File: src/tcb_lite_pkg.sv
package tcb_lite_pkg;

    ////////////////////////////////////////
    // bus geometry
    ////////////////////////////////////////

    // address width in bits
    localparam int unsigned ADR = 10;
    // data width in bits
    localparam int unsigned DAT = 32;
    // bytes per data word
    localparam int unsigned BYT = DAT / 8;
    // fixed response latency in cycles
    localparam int unsigned DLY = 3;

    // byte address
    typedef logic [ADR-1:0] adr_t;
    // data word
    typedef logic [DAT-1:0] dat_t;

    ////////////////////////////////////////
    // transfer size
    ////////////////////////////////////////

    // logarithmic encoding, bytes = 2**siz
    typedef enum logic [1:0] {
        SIZ_8  = 2'd0,
        SIZ_16 = 2'd1,
        SIZ_32 = 2'd2,
        SIZ_64 = 2'd3
    } siz_t;

    ////////////////////////////////////////
    // request and response
    ////////////////////////////////////////

    // request, write data in low bytes
    typedef struct packed {
        logic wen;
        adr_t adr;
        siz_t siz;
        dat_t wdt;
    } tcb_req_t;

    // response, read data in low bytes
    typedef struct packed {
        dat_t rdt;
        logic err;
    } tcb_rsp_t;

endpackage: tcb_lite_pkg

File: src/tcb_mem_pkg.sv
package tcb_mem_pkg;

    ////////////////////////////////////////
    // memory geometry
    ////////////////////////////////////////

    // number of words
    localparam int unsigned DEPTH = 256;
    // word index width
    localparam int unsigned IDX = $clog2(DEPTH);
    // byte offset width
    localparam int unsigned OFF = $clog2(tcb_lite_pkg::BYT);

    // word index into the array
    typedef logic [IDX-1:0] idx_t;
    // byte offset inside a word
    typedef logic [OFF-1:0] off_t;
    // one enable per byte lane
    typedef logic [tcb_lite_pkg::BYT-1:0] ben_t;

    ////////////////////////////////////////
    // decoded command
    ////////////////////////////////////////

    // decode to execute, off/siz/err/wen
    // travel on to the result stage
    typedef struct packed {
        logic               wen;
        idx_t               idx;
        off_t               off;
        tcb_lite_pkg::siz_t siz;
        ben_t               ben;
        tcb_lite_pkg::dat_t wdt;
        logic               err;
    } mem_cmd_t;

endpackage: tcb_mem_pkg

File: src/tcb_mem_rsp.sv
`timescale 1ns/1ps

module tcb_mem_rsp (
    input  logic                   man,
    input  logic                   rst_n,
    input  logic                   rd_vld,
    input  tcb_lite_pkg::dat_t     rd_dat,
    input  tcb_mem_pkg::off_t      rd_off,
    input  tcb_lite_pkg::siz_t     rd_siz,
    input  logic                   rd_err,
    input  logic                   rd_wen,
    output logic                   rsp_vld,
    output tcb_lite_pkg::tcb_rsp_t rsp
);

    ////////////////////////////////////////
    // lane alignment
    ////////////////////////////////////////

    // addressed byte down to lane 0
    tcb_lite_pkg::dat_t rdt_sft;
    // cut to access width
    tcb_lite_pkg::dat_t rdt_msk;
    // final read data
    tcb_lite_pkg::dat_t rdt;

    assign rdt_sft = rd_dat >> {rd_off, 3'b000};

    always_comb begin
        unique case (rd_siz)
            tcb_lite_pkg::SIZ_8:  rdt_msk = rdt_sft & tcb_lite_pkg::dat_t'(32'h0000_00ff);
            tcb_lite_pkg::SIZ_16: rdt_msk = rdt_sft & tcb_lite_pkg::dat_t'(32'h0000_ffff);
            default:              rdt_msk = rdt_sft;
        endcase
    end

    // nothing returned for writes or errors
    assign rdt = (rd_wen || rd_err) ? '0 : rdt_msk;

    ////////////////////////////////////////
    // response register
    ////////////////////////////////////////

    always_ff @(posedge man or negedge rst_n) begin
        if (!rst_n) begin
            rsp_vld <= 1'b0;
        end else begin
            rsp_vld <= rd_vld;
        end
    end

    // hold last response between transfers
    always_ff @(posedge man) begin
        if (rd_vld) begin
            rsp <= '{rdt: rdt, err: rd_err};
        end
    end

endmodule: tcb_mem_rsp

File: config.mk
export PLATFORM = sky130hd
export DESIGN_NAME = tcb_mem_rsp
export DESIGN_NICKNAME = d
export VERILOG_FILES = /design/src/tcb_lite_pkg.sv /design/src/tcb_mem_pkg.sv /design/src/tcb_mem_rsp.sv
export SDC_FILE = /design/constraint.sdc
export NUM_CORES = 1
export LEC_CHECK = 0
export BUFFER_PORTS_ARGS = -buffer_cell sky130_fd_sc_hd__buf_2
export CAP_MARGIN = 20
export CORE_ASPECT_RATIO = 0.9
export CORE_MARGIN = 5
export CORE_UTILIZATION = 45
export DETAILED_ROUTE_END_ITERATION = 16
export GPL_TIMING_DRIVEN = 0
export PLACE_DENSITY = 0.77
export SLEW_MARGIN = 20
export SYNTH_ARGS = -nofsm -noshare
export SYNTH_HDL_FRONTEND = slang
export SYNTH_SLANG_ARGS = --single-unit
File: constraint.sdc
create_clock -name man -period 0.9 [get_ports man]
set_input_delay 0.09 -clock man [delete_from_list [all_inputs] [get_ports man]]
set_output_delay 0.09 -clock man [all_outputs]
set_load 0.02 [all_outputs]
==> metrics <==
crit path DAT=1100 ps; kind of critical path=in2reg; Yosys top cell by area=edfxtp_1; layout cells sized above 1=0.493; peak supply drop=968 uV; Pleak=0.999 nW; sw power=0.939 mW; CTS Buf Count=5; fraction of registers with async set/reset=0.0294; final max-slew violation count=0; Row Count=20; root buffer cell=clkbuf_8; Synth area leaders=edfxtp_1 61%, mux2i_1 9.8%, a211oi_1 7.3%, a2bb2oi_1 4.3%, nor2_1 3.7%; status=finished with violations; post-layout net count=244; Crit path required time=1050 ps; antenna violations before repair=0; failing checks=negative setup slack; post-synthesis sequential area ratio=0.621; post-DP HPWL=3.05 mm; Post-synth EDFFs=33; Max Used Layer=met4; GR Util All Layers=0.186; # IOs=75; global route total overflow=0; synthesized area=0.00164 mm^2; pwr/cell area=1550 mW/mm^2; Syn Nets=162; total number of vias=1,309; count of final hold-check violations=0; final setup vio count=26; Placed Instances=237; Remaining DRCs=0; RSZ-0062 raised after global routing=yes; Flop pwr share=0.514; DR WL met2=2.15 mm; post-route clock period utilization=1.05; maximum net fanout on the critical path=8; Placeable Area=0.00345 mm^2; clk buf depth=2; Layout Cells excl Fill=247; max cap viols=0; clk slew on worst S/H paths=60 ps; Logic pwr share=0.206; total internal power=2.74 mW; Post-Route WL=4.37 mm; clk sinks=34; vias in the first global route=1,388; Final WS setup=-45.0 ps; Ant. Diodes=0; Detail Route Antenna Nets=0; Sw Share=0.255; Design Area, Final=0.00237 mm^2; Worst-Margin Slew=748 ps; WL/cell=17.7 um; top_reg_cell synth=edfxtp_1; top cell type's share of synthesized area=0.606; crit end category=flop; DRT Pass-1 Iters=4; Synth Area in Adders=0; initial cell density of the core=0.474; Metal-1 WL=1.72 mm; die area=0.00494 mm^2; H-tree level count=2; Port Buffers=72; Yosys reg bits=34; Syn-to-layout area delta=45.0%; first-pass GRT wire length=6.65 mm; most frequent cell after synthesis=edfxtp_1; DIE HEIGHT=67.2 um; Setup WS pre-CTS=-540 ps; initial DRC count=89; Hold/Removal Path Class=in2async; simple-gate share of the synthesized area=0.126; routed vias/inst=5.30; warning count from the yosys run=0; Synth Area in XOR/XNOR=0; relative slew slack=0.502; met3 wire length=427 um; Die Wd=73.6 um; complex-gate fraction of the synthesized area=0.121; fmax=1060 MHz; Cells after Synth=121; CTS tree=done; largest family of logic cells by synthesized area=simple AND/OR/NAND/NOR gates; Yosys cell types=16; placed cell areas=0.00206 mm^2; multiplexer area fraction after synthesis=0.0979; top cells by count, synth=33 x edfxtp_1, 16 x a211oi_1, 16 x mux2i_1, 16 x nor2_1, 9 x nor2b_1; pin count of the biggest net entering global routing=35; syn_area_per_cell=13.5 um^2; clock power share=0.280; CP startpoint kind=input pin; Tmin final=945 ps; GPL Wtd Cong=0.862
==> per-layer routing <==
layer / up-vias / GRT usage
li1: 619 / -
met1: 613 / 0.202
met2: 67 / 0.319
met3: 10 / 0.0759
met4: 0 / 0.0860
met5: - / 0
==> timing repair <==
item | 4_1_cts | 5_1_grt
resized for setup | 28 | 35
endpoints found under the setup margin | 36 | 53
hold buffers | 2 | 0
pin swaps | 5 | 3
buffers inserted | 2 | 1
hold endpoints to repair | 2 | 0
==> layout make-up <==
| type | instances | area (um^2) |
|---|---|---|
| plain buffers | 8 | 61.3 |
| repair buffers | 77 | 547 |
| multi-input cells | 77 | 618 |
| flip-flops and latches | 34 | 1020 |
| fillers | 282 | 1080 |
| clock buffers | 7 | 76.3 |
| well taps | 44 | 55.1 |
==> cell usage in the layout, fill, tap and decap left out, drive strengths merged <==
cell type    count
or2              1
nor2            17
edfxtp          33
dfrtp            1
and2             8
o21bai           1
mux2i           16
a211oi          16
or4b             1
buf             81
nor2b            9
dlygate4sd3      2
clkbuf           9
a2bb2oi          8
==> cells by family (layout without fill, tap and decap cells) <==
logic type             count (synthesis)  count (layout)
multiplexers                          16              16
flip-flops                            34              34
AO/OA/AOI/OAI                         25              25
buffers and inverters                 10              92
AND/OR/NAND/NOR                       36              36
==> state kept, by name (all words and copies together) (netlist names) <==
name     flops
rsp         33
rsp_vld      1
==> metrics by stage <==
| stage | TNS [ps] | util | total power, mW | hold WS [ps] |
|---|---|---|---|---|
| 6_report | -422 | 0.687 | 3.68 | 113 |
| 5_1_grt | -1600 | 0.687 | 3.84 | 110 |
| 4_1_cts | -515 | 0.651 | 3.61 | 99.1 |
| 3_3_place_gp | -15160 | 0.596 | 2.51 | -135 |
| 3_5_place_dp | -17170 | 0.596 | 2.53 | -134 |
| 2_1_floorplan | -5380 | - | 2.26 | -206 |
==> worst max-delay path: stages <==
cell    delay (ps)
buf_6           90
or4b_4         580
nor2_8         170
and2_4         160
==> final timing paths <==
kind / to / depth (start not counted) / slack (ps) / startpoint
min in group man: rsp[26]$_SDFFCE_PP0P_ / 2 / 130 / rd_dat[25]
setup / recovery: rsp[29]$_SDFFCE_PP0P_ / 4 / -50 / rd_err
max in group asynchronous: rsp_vld$_DFF_PN0_ / 2 / 700 / rst_n
hold / removal: rsp_vld$_DFF_PN0_ / 2 / 110 / rst_n
==> power by group through the flow <==
stage	Clock (mW)	Sequential (mW)	Combinational (mW)
finish	1.03	1.89	0.758
global route	1.14	1.90	0.805
CTS	1.05	1.88	0.683
detailed placement	0	1.90	0.624
global placement	0	1.90	0.609
floorplan	0	2.05	0.210
Note: power is estimated with default switching activity, not from simulation.
