`src/tcb_lite_pkg.sv`:
```
package tcb_lite_pkg;

    ////////////////////////////////////////
    // bus geometry
    ////////////////////////////////////////

    // address width in bits
    localparam int unsigned ADR = 10;
    // data width in bits
    localparam int unsigned DAT = 32;
    // bytes per data word
    localparam int unsigned BYT = DAT / 8;
    // fixed response latency in cycles
    localparam int unsigned DLY = 3;

    // byte address
    typedef logic [ADR-1:0] adr_t;
    // data word
    typedef logic [DAT-1:0] dat_t;

    ////////////////////////////////////////
    // transfer size
    ////////////////////////////////////////

    // logarithmic encoding, bytes = 2**siz
    typedef enum logic [1:0] {
        SIZ_8  = 2'd0,
        SIZ_16 = 2'd1,
        SIZ_32 = 2'd2,
        SIZ_64 = 2'd3
    } siz_t;

    ////////////////////////////////////////
    // request and response
    ////////////////////////////////////////

    // request, write data in low bytes
    typedef struct packed {
        logic wen;
        adr_t adr;
        siz_t siz;
        dat_t wdt;
    } tcb_req_t;

    // response, read data in low bytes
    typedef struct packed {
        dat_t rdt;
        logic err;
    } tcb_rsp_t;

endpackage: tcb_lite_pkg

```
`src/tcb_mem_pkg.sv`:
```
package tcb_mem_pkg;

    ////////////////////////////////////////
    // memory geometry
    ////////////////////////////////////////

    // number of words
    localparam int unsigned DEPTH = 256;
    // word index width
    localparam int unsigned IDX = $clog2(DEPTH);
    // byte offset width
    localparam int unsigned OFF = $clog2(tcb_lite_pkg::BYT);

    // word index into the array
    typedef logic [IDX-1:0] idx_t;
    // byte offset inside a word
    typedef logic [OFF-1:0] off_t;
    // one enable per byte lane
    typedef logic [tcb_lite_pkg::BYT-1:0] ben_t;

    ////////////////////////////////////////
    // decoded command
    ////////////////////////////////////////

    // decode to execute, off/siz/err/wen
    // travel on to the result stage
    typedef struct packed {
        logic               wen;
        idx_t               idx;
        off_t               off;
        tcb_lite_pkg::siz_t siz;
        ben_t               ben;
        tcb_lite_pkg::dat_t wdt;
        logic               err;
    } mem_cmd_t;

endpackage: tcb_mem_pkg

```
`src/tcb_mem_dec.sv`:
```
`timescale 1ns/1ps

module tcb_mem_dec (
    input  logic                   man,
    input  logic                   rst_n,
    input  logic                   req_vld,
    input  tcb_lite_pkg::tcb_req_t req,
    output logic                   cmd_vld,
    output tcb_mem_pkg::mem_cmd_t  cmd
);

    ////////////////////////////////////////
    // address split
    ////////////////////////////////////////

    // word index and byte offset
    tcb_mem_pkg::idx_t     idx;
    tcb_mem_pkg::off_t     off;
    // size check and lane mask
    logic                  err;
    tcb_mem_pkg::ben_t     ben_siz;
    tcb_mem_pkg::ben_t     ben;
    // lane steered write data
    tcb_lite_pkg::dat_t    wdt;
    // next command
    tcb_mem_pkg::mem_cmd_t cmd_d;

    // upper bits select the word
    assign {idx, off} = req.adr;

    ////////////////////////////////////////
    // size and alignment
    ////////////////////////////////////////

    always_comb begin
        unique case (req.siz)
            tcb_lite_pkg::SIZ_8: begin
                // any offset is fine
                ben_siz = tcb_mem_pkg::ben_t'(4'b0001);
                err     = 1'b0;
            end
            tcb_lite_pkg::SIZ_16: begin
                // halfword on even offset
                ben_siz = tcb_mem_pkg::ben_t'(4'b0011);
                err     = off[0];
            end
            tcb_lite_pkg::SIZ_32: begin
                // word only at offset 0
                ben_siz = tcb_mem_pkg::ben_t'(4'b1111);
                err     = |off;
            end
            default: begin
                // 64 bit never fits the bus
                ben_siz = '0;
                err     = 1'b1;
            end
        endcase
    end

    // move enables to addressed lanes, none on error
    assign ben = err ? '0 : tcb_mem_pkg::ben_t'(ben_siz << off);

    // low bytes up to their lanes
    assign wdt = req.wdt << {off, 3'b000};

    assign cmd_d = '{
        wen: req.wen,
        idx: idx,
        off: off,
        siz: req.siz,
        ben: ben,
        wdt: wdt,
        err: err
    };

    ////////////////////////////////////////
    // stage register
    ////////////////////////////////////////

    // valid follows every transfer
    always_ff @(posedge man or negedge rst_n) begin
        if (!rst_n) begin
            cmd_vld <= 1'b0;
        end else begin
            cmd_vld <= req_vld;
        end
    end

    // payload only on transfer
    always_ff @(posedge man) begin
        if (req_vld) begin
            cmd <= cmd_d;
        end
    end

endmodule: tcb_mem_dec

```
`config.mk`:
```
export PLATFORM = sky130hd
export DESIGN_NAME = tcb_mem_dec
export DESIGN_NICKNAME = d
export VERILOG_FILES = /design/src/tcb_lite_pkg.sv /design/src/tcb_mem_pkg.sv /design/src/tcb_mem_dec.sv
export SDC_FILE = /design/constraint.sdc
export NUM_CORES = 1
export LEC_CHECK = 0
export ABC_AREA = 0
export BUFFER_PORTS_ARGS = -buffer_cell sky130_fd_sc_hd__clkbuf_2
export CAP_MARGIN = 20
export CORE_UTILIZATION = 30
export CTS_CLUSTER_SIZE = 12
export DETAILED_ROUTE_END_ITERATION = 7
export GPL_ROUTABILITY_DRIVEN = 0
export HOLD_SLACK_MARGIN = 0.05
export SLEW_MARGIN = 20
export SYNTH_ARGS = -nofsm -noshare
export SYNTH_HDL_FRONTEND = slang
export SYNTH_SLANG_ARGS = --single-unit
```
`constraint.sdc`:
```
create_clock -name man -period 0.8 [get_ports man]
set_input_delay 0.16 -clock man [delete_from_list [all_inputs] [get_ports man]]
set_output_delay 0.16 -clock man [all_outputs]
set_load 0.02 [all_outputs]
```
==> results of run 1 <==
-- report_power, final --
group | total (uW) | internal (uW) | switching, uW
logic | 1490 | 730 | 756
registers | 3280 | 3200 | 84.8
clock network | 1450 | 613 | 840
total | 6220 | 4540 | 1680
-- worst max-delay path by stage --
stage	from	to	slack, ns	cells after the start
2_1_floorplan	req[34]	cmd[35]	-0.16	5
3_3_place_gp	req[34]	cmd[1]	-0.56	4
3_5_place_dp	req[34]	cmd[5]	-0.59	4
4_1_cts	cmd[34]	cmd[34]	-0.24	1
5_1_grt	cmd[42]	cmd[42]	-0.26	1
6_report	cmd[34]	cmd[34]	-0.22	1
-- per-stage QoR --
| step | instances | hold WS (ns) | cell area [um^2] |
|---|---|---|---|
| after CTS | 373 | 0.152 | 3260 |
| after global placement | 350 | -0.0643 | 2880 |
| after floorplan | 155 | -0.136 | 2250 |
| after global routing | 375 | 0.143 | 3560 |
| after detailed placement | 350 | -0.0568 | 2880 |
| final | 375 | 0.145 | 3560 |
-- metal layers --
layer	vias to the layer above	GRT usage, %	wire length [um]
met1	805	18.3	2410
met3	5	3.20	437
met4	0	5.07	52
met5	-	0	0
li1	818	-	-
met2	73	23.3	2800
-- cell usage in the layout (no fill, tap or decap), types with 2 or more instances in the layout --
cell type / count
sky130_fd_sc_hd__a211oi_2: 8
sky130_fd_sc_hd__a21oi_1: 8
sky130_fd_sc_hd__a21oi_2: 3
sky130_fd_sc_hd__and2_1: 8
sky130_fd_sc_hd__and2b_1: 2
sky130_fd_sc_hd__buf_12: 3
sky130_fd_sc_hd__buf_16: 2
sky130_fd_sc_hd__buf_2: 18
sky130_fd_sc_hd__buf_4: 9
sky130_fd_sc_hd__buf_6: 33
sky130_fd_sc_hd__buf_8: 4
sky130_fd_sc_hd__clkbuf_2: 45
sky130_fd_sc_hd__clkbuf_8: 6
sky130_fd_sc_hd__dlygate4sd3_1: 10
sky130_fd_sc_hd__edfxtp_1: 50
sky130_fd_sc_hd__mux2i_1: 12
sky130_fd_sc_hd__mux2i_4: 3
sky130_fd_sc_hd__nand2_1: 8
sky130_fd_sc_hd__nor2_1: 9
sky130_fd_sc_hd__nor2_4: 3
sky130_fd_sc_hd__nor2b_1: 6
sky130_fd_sc_hd__nor3_2: 2
sky130_fd_sc_hd__o21ai_0: 4
sky130_fd_sc_hd__o21ai_1: 3
-- repair_timing --
action	in CTS	in global routing
endpoints found under the hold margin	10	0
buffers inserted	3	2
pin swaps	11	8
hold buffers	10	0
gates cloned	2	0
setup endpoints to repair	78	70
resized for setup	27	138
-- logic make-up (layout without fill, tap and decap cells) --
| family | after synthesis | after routing | synth area share (%) |
|---|---|---|---|
| flops | 51 | 51 | 69.2 |
| simple gates | 42 | 42 | 9.69 |
| compound gates | 30 | 30 | 8.11 |
| mux | 16 | 16 | 7.26 |
| buf+inv | 12 | 136 | 3.68 |
| fa+ha+maj | 3 | 3 | 1.70 |
| xor+xnor | 1 | 1 | 0.397 |
-- registers in the layout, summed over array words and instances, names as in the netlist --
register	count
cmd	50
cmd_vld	1
-- layout make-up --
type                       count  area, um^2  share of cell area, %
sequential                    51        1530                   42.8
timing repair buffer         126        1070                   30.0
clock buffer                   6        72.6                   2.04
tap                           96         120                   3.37
inverter                       2        10.0                  0.281
clock inverter                 2        12.5                  0.351
multi-input combinational     92         754                   21.2
==> impl_metrics.prom, run 1 <==
# TYPE chip_impl_metric gauge
chip_impl_info{name="outcome",value="finished, violations left"} 1
chip_impl_info{name="violations_in_the_final_reports",value="negative setup slack"} 1
chip_impl_metric{name="crit_required",unit="ns"} 0.64
chip_impl_metric{name="vias_per_cell",unit=""} 4.54
chip_impl_metric{name="worst-path-buf-inv",unit=""} 1
chip_impl_metric{name="maxClockFrequency",unit="MHz"} 976
chip_impl_info{name="path_class",value="reg2out"} 1
chip_impl_metric{name="die_outline_height",unit="um"} 87.8
chip_impl_info{name="rsz0062_at_grt",value="true"} 1
chip_impl_metric{name="worstHoldPathCells",unit=""} 2
chip_impl_metric{name="max_stage_delay",unit="ns"} 0.42
chip_impl_metric{name="drt-pass1-iter-count",unit=""} 4
chip_impl_info{name="ys_top_cells_by_area",value="sky130_fd_sc_hd__edfxtp_1 (68%), sky130_fd_sc_hd__mux2i_1 (7.3%), sky130_fd_sc_hd__a211oi_1 (2.7%)"} 1
chip_impl_metric{name="fp.dieW",unit="um"} 87.8
chip_impl_metric{name="ir_worst_vdd",unit="V"} 0.000627
chip_impl_info{name="hold_class",value="in2reg"} 1
chip_impl_info{name="tritoncts",value="built"} 1
chip_impl_metric{name="maxCapViolCount",unit=""} 0
chip_impl_metric{name="starting_density",unit="%"} 31.8
chip_impl_metric{name="area.growth.synth_to_final",unit="%"} 61.5
chip_impl_metric{name="detailroute.via_count",unit=""} 1701
chip_impl_metric{name="clockBufferDepth",unit=""} 2
chip_impl_metric{name="cts.reportedPaths.clkPinSlew",unit="ns"} 0.09
chip_impl_metric{name="dieArea",unit="um^2"} 7700
chip_impl_metric{name="worst-slew-pin-transition",unit="ns"} 0.259
chip_impl_metric{name="grt_overflow",unit=""} 0
chip_impl_metric{name="final.period_utilization",unit="%"} 128
chip_impl_metric{name="p_per_area",unit="nW/um^2"} 1750
chip_impl_metric{name="hold_violations",unit=""} 0
chip_impl_metric{name="antenna_found_initial",unit=""} 0
chip_impl_metric{name="timing.slew.headroom",unit="%"} 82.7
chip_impl_metric{name="drive_gt1_share",unit="%"} 53.0
chip_impl_metric{name="layout_setup_ws",unit="ns"} -0.224
chip_impl_metric{name="grt_max_degree",unit=""} 30
chip_impl_metric{name="yosys_warnings",unit=""} 0
chip_impl_info{name="path_cells",value="buf_6"} 1
chip_impl_metric{name="post_synth_inst_count",unit=""} 155
chip_impl_metric{name="post_synth_num_cell_types",unit=""} 24
chip_impl_metric{name="synth.cell_area",unit="um^2"} 2210
chip_impl_metric{name="route.detailed.wl_per_inst",unit="um"} 15.2
chip_impl_info{name="post-synth-top-area-cell",value="sky130_fd_sc_hd__edfxtp_1"} 1
chip_impl_metric{name="drt-total-wl",unit="mm"} 5.70
chip_impl_metric{name="postSynthRegisterBits",unit=""} 51
chip_impl_metric{name="first_iter_violations",unit=""} 62
chip_impl_metric{name="io_pins",unit=""} 99
chip_impl_info{name="min_from",value="req[32]"} 1
chip_impl_info{name="most_frequent_cell_after_synthesis",value="sky130_fd_sc_hd__edfxtp_1"} 1
chip_impl_metric{name="slew_viol_final",unit=""} 0
chip_impl_metric{name="synth.net_count",unit=""} 206
chip_impl_metric{name="share_of_yosys_cell_area_claimed_by_the_top_area_cell_type",unit="%"} 68.0
chip_impl_info{name="synth.top_cells.by_count",value="sky130_fd_sc_hd__edfxtp_1 (50), sky130_fd_sc_hd__mux2i_1 (16), sky130_fd_sc_hd__nor2_1 (12), sky130_fd_sc_hd__a21oi_1 (11)"} 1
chip_impl_metric{name="setup-violations-final",unit=""} 55
chip_impl_metric{name="drc",unit=""} 0
chip_impl_metric{name="power.total",unit="uW"} 6220
chip_impl_metric{name="synth_async_reset_ratio",unit="%"} 1.96
chip_impl_info{name="critical_path.top_delay_family",value="flip-flops"} 1
chip_impl_metric{name="critical_path_maximum_fanout",unit=""} 1
chip_impl_metric{name="grt_pass1_wl",unit="mm"} 8.11
chip_impl_metric{name="cts.sinks",unit=""} 51
chip_impl_metric{name="final_period_minus_worst_setup_slack",unit="ns"} 1.02
chip_impl_metric{name="p_leak",unit="uW"} 0.00146
chip_impl_metric{name="number_of_global_route_vias_before_repair",unit=""} 1635
chip_impl_metric{name="worstPathArrival",unit="ns"} 0.86
chip_impl_metric{name="fillerInstances",unit=""} 613
chip_impl_metric{name="seq_area_frac_synth",unit="%"} 69.2
chip_impl_metric{name="finalCoreUtilization",unit="%"} 51.3
chip_impl_metric{name="syn-mean-instance-area",unit="um^2"} 14.2
chip_impl_metric{name="cts_buffers",unit=""} 5
chip_impl_metric{name="synth_edf_count",unit=""} 50
chip_impl_metric{name="dp_slack",unit="ns"} -0.593
chip_impl_metric{name="coreArea",unit="um^2"} 6940
chip_impl_metric{name="grt_util_all_layers",unit="%"} 14.2
chip_impl_metric{name="io_buffer_count",unit=""} 98
chip_impl_metric{name="finish.net_count",unit=""} 329
chip_impl_metric{name="setup_tns",unit="ns"} -9.85
chip_impl_metric{name="std_cell_rows",unit=""} 30
chip_impl_info{name="cp-start-kind",value="flop"} 1
chip_impl_info{name="postSynth.topFlopCell",value="sky130_fd_sc_hd__edfxtp_1"} 1
chip_impl_info{name="cts_root_buffer",value="sky130_fd_sc_hd__clkbuf_8"} 1
chip_impl_info{name="crit_path_top_delay_cell",value="sky130_fd_sc_hd__edfxtp_1"} 1
chip_impl_metric{name="antenna-diode-count",unit=""} 0
chip_impl_metric{name="cts.htree.levels",unit=""} 2
chip_impl_metric{name="post-dp-hpwl",unit="mm"} 3.54
chip_impl_info{name="cp-end-kind",value="output pin"} 1
chip_impl_info{name="worstHoldEndpoint",value="cmd[37]"} 1
chip_impl_metric{name="ant_nets",unit=""} 0
No activity file was read; power rests on OpenSTA's default activity.
==> inputs of run 2 (changes only) <==
Settings changed: CAP_MARGIN 20 to 25, CORE_MARGIN set to 2.
Clock period 0.8 ns to 1.3 ns, I/O delays scaled along.
==> run 2 against run 1 <==
  * Sequential power fell by 39%
  * Sequential cell count did not move
  * Critical endpoint is now cmd[4]
  * Power fell by 43%
  * The flow now finishes without violations
  * Sequential share of layout area rose by 8.4 points
  * First-iteration DRC count fell by 45%
  * Count of clock-buffer cells in the layout did not move
  * Critical path type unchanged
  * Clock power fell by 41%
  * Routed wire length fell by 18%
  * Final cell count fell by 2.7%
  * Highest routed layer unchanged
  * Global-route usage fell by 2.6 points
  * Critical path depth did not move
==> impl_metrics.prom, run 2 (synthesized netlist as in run 1, its figures left out) <==
# TYPE chip_impl_metric gauge
chip_impl_info{name="outcome",value="complete, no violations"} 1
chip_impl_metric{name="maxCapViolCount",unit=""} 0
chip_impl_metric{name="antenna-diode-count",unit=""} 0
chip_impl_metric{name="area.growth.synth_to_final",unit="%"} 35.0
chip_impl_metric{name="route.detailed.wl_per_inst",unit="um"} 12.8
chip_impl_metric{name="worst-path-buf-inv",unit=""} 1
chip_impl_info{name="mostFrequentLayoutCell",value="sky130_fd_sc_hd__clkbuf_2"} 1
chip_impl_metric{name="seq_power_share",unit="%"} 56.8
chip_impl_metric{name="power.total",unit="uW"} 3520
chip_impl_metric{name="grt_util_all_layers",unit="%"} 11.6
chip_impl_metric{name="post-dp-hpwl",unit="mm"} 3.45
chip_impl_metric{name="largest_register_ffs",unit=""} 50
chip_impl_metric{name="drt-total-wl",unit="mm"} 4.67
chip_impl_metric{name="clock_share_of_power",unit="%"} 24.5
chip_impl_metric{name="final.period_utilization",unit="%"} 85.7
chip_impl_metric{name="final_area",unit="um^2"} 2980
chip_impl_metric{name="internal_power",unit="uW"} 2590
chip_impl_metric{name="first_iter_violations",unit=""} 34
chip_impl_info{name="cp-end-kind",value="output pin"} 1
chip_impl_metric{name="starting_density",unit="%"} 30.8
chip_impl_metric{name="netSwitchingFraction",unit="%"} 26.5
chip_impl_metric{name="vias_per_cell",unit=""} 4.42
chip_impl_metric{name="coreArea",unit="um^2"} 7180
chip_impl_metric{name="critical_path_maximum_fanout",unit=""} 1
chip_impl_metric{name="final_period_minus_worst_setup_slack",unit="ns"} 1.11
chip_impl_metric{name="cts.reportedPaths.clkPinSlew",unit="ns"} 0.09
chip_impl_metric{name="setup-violations-final",unit=""} 0
chip_impl_metric{name="ir_worst_vdd",unit="V"} 0.000371
chip_impl_info{name="critical_path.top_delay_family",value="flip-flops"} 1
chip_impl_metric{name="p_leak",unit="uW"} 0.00129
chip_impl_metric{name="ant_nets",unit=""} 0
chip_impl_metric{name="maxClockFrequency",unit="MHz"} 898
chip_impl_metric{name="io_buffer_count",unit=""} 98
chip_impl_metric{name="placed_cells_incl_taps",unit=""} 356
chip_impl_metric{name="cts.htree.levels",unit=""} 2
chip_impl_metric{name="die_outline_height",unit="um"} 89.8
chip_impl_metric{name="drt-pass1-iter-count",unit=""} 4
chip_impl_info{name="crit_path_top_delay_cell",value="sky130_fd_sc_hd__edfxtp_1"} 1
chip_impl_metric{name="grt_pass1_wl",unit="mm"} 7.47
chip_impl_metric{name="std_cell_rows",unit=""} 31
chip_impl_metric{name="dieArea",unit="um^2"} 8060
chip_impl_metric{name="worst-slew-pin-transition",unit="ns"} 0.283
chip_impl_metric{name="detailroute.via_count",unit=""} 1612
chip_impl_metric{name="max_stage_delay",unit="ns"} 0.39
chip_impl_metric{name="worstPathArrival",unit="ns"} 0.85
chip_impl_metric{name="antenna_found_initial",unit=""} 0
chip_impl_metric{name="post_layout_nonfiller_instances",unit=""} 365
chip_impl_info{name="cp-start-kind",value="flop"} 1
chip_impl_metric{name="io_pins",unit=""} 99
chip_impl_metric{name="number_of_global_route_vias_before_repair",unit=""} 1471
chip_impl_metric{name="hold_slack",unit="ns"} 0.135
chip_impl_info{name="hold_class",value="in2reg"} 1
chip_impl_metric{name="placement.cell_area",unit="um^2"} 2890
chip_impl_metric{name="total_net_switching_power",unit="uW"} 935
chip_impl_metric{name="drive_gt1_share",unit="%"} 44.0
chip_impl_info{name="path_cells",value="clkbuf_2"} 1
chip_impl_metric{name="hold_violations",unit=""} 0
chip_impl_metric{name="timing.slew.headroom",unit="%"} 81.1
chip_impl_info{name="path_class",value="reg2out"} 1
chip_impl_metric{name="slew_viol_final",unit=""} 0
chip_impl_info{name="cts_root_buffer",value="sky130_fd_sc_hd__clkbuf_8"} 1
chip_impl_metric{name="clockBufferDepth",unit=""} 2
chip_impl_info{name="max_flop_register",value="cmd"} 1
chip_impl_info{name="largest_registers",value="cmd: 50 flops, cmd_vld: 1 flops"} 1
chip_impl_info{name="layout.cells.most_common_list",value="sky130_fd_sc_hd__clkbuf_2 (98), sky130_fd_sc_hd__edfxtp_1 (50), sky130_fd_sc_hd__mux2i_1 (16)"} 1
chip_impl_info{name="rsz0062_at_grt",value="false"} 1
chip_impl_metric{name="drc",unit=""} 0
chip_impl_metric{name="cts.sinks",unit=""} 51
chip_impl_info{name="tritoncts",value="built"} 1
chip_impl_metric{name="combinationalPowerShare",unit="%"} 18.7
chip_impl_metric{name="grt_overflow",unit=""} 0
chip_impl_metric{name="finalCoreUtilization",unit="%"} 41.5
chip_impl_metric{name="fp.dieW",unit="um"} 89.8
chip_impl_metric{name="cts_buffers",unit=""} 5
chip_impl_metric{name="crit_required",unit="ns"} 1.04
chip_impl_metric{name="finish.net_count",unit=""} 316
chip_impl_metric{name="grt_max_degree",unit=""} 52
chip_impl_metric{name="p_per_area",unit="nW/um^2"} 1180
## run 2: layout make-up
cell class / count / area (um^2)
Sequential cell: 51 / 1530
Fill cell: 711 / 4200
Tap cell: 99 / 124
Clock inverter: 2 / 7.51
Timing Repair Buffer: 113 / 643
Inverter: 2 / 7.51
Multi-Input combinational cell: 92 / 599
Clock buffer: 6 / 72.6
## run 2: per-stage QoR
stage          setup WS, ns  TNS (ns)
2_1_floorplan         0.182         0
3_3_place_gp       -0.00958   -0.0113
3_5_place_dp        -0.0140   -0.0360
4_1_cts               0.161         0
5_1_grt               0.136         0
6_report              0.186         0
## run 2: worst paths after layout
kind | start | end | slack [ns] | cells past startpoint
max in group asynchronous | rst_n | cmd_vld | 0.96 | 2
min | req[41] | cmd[46] | 0.13 | 1
max | cmd[4] | cmd[4] | 0.19 | 1
min in group asynchronous | rst_n | cmd_vld | 0.26 | 2
## run 2: repair_timing
action | in CTS | in global routing
endpoints found under the hold margin | 1 | 0
resized for setup | 0 | 0
buffers inserted | 0 | 0
hold buffers | 1 | 0
## run 2: power groups by stage
stage               logic (uW)  clock network, uW  registers, uW
finish                     659                862           2000
global route               714                956           2020
CTS                        670                893           2010
detailed placement         666                  0           2040
global placement           660                  0           2040
floorplan                  173                  0           2230
## run 2: routing by layer
| metal | track usage (%) | up-vias | routed length [um] |
|---|---|---|---|
| li1 | - | 792 | - |
| met1 | 15.2 | 755 | 2050 |
| met2 | 18.6 | 60 | 2260 |
| met3 | 3.35 | 5 | 298 |
| met4 | 3.85 | 0 | 51 |
| met5 | 0 | - | 0 |
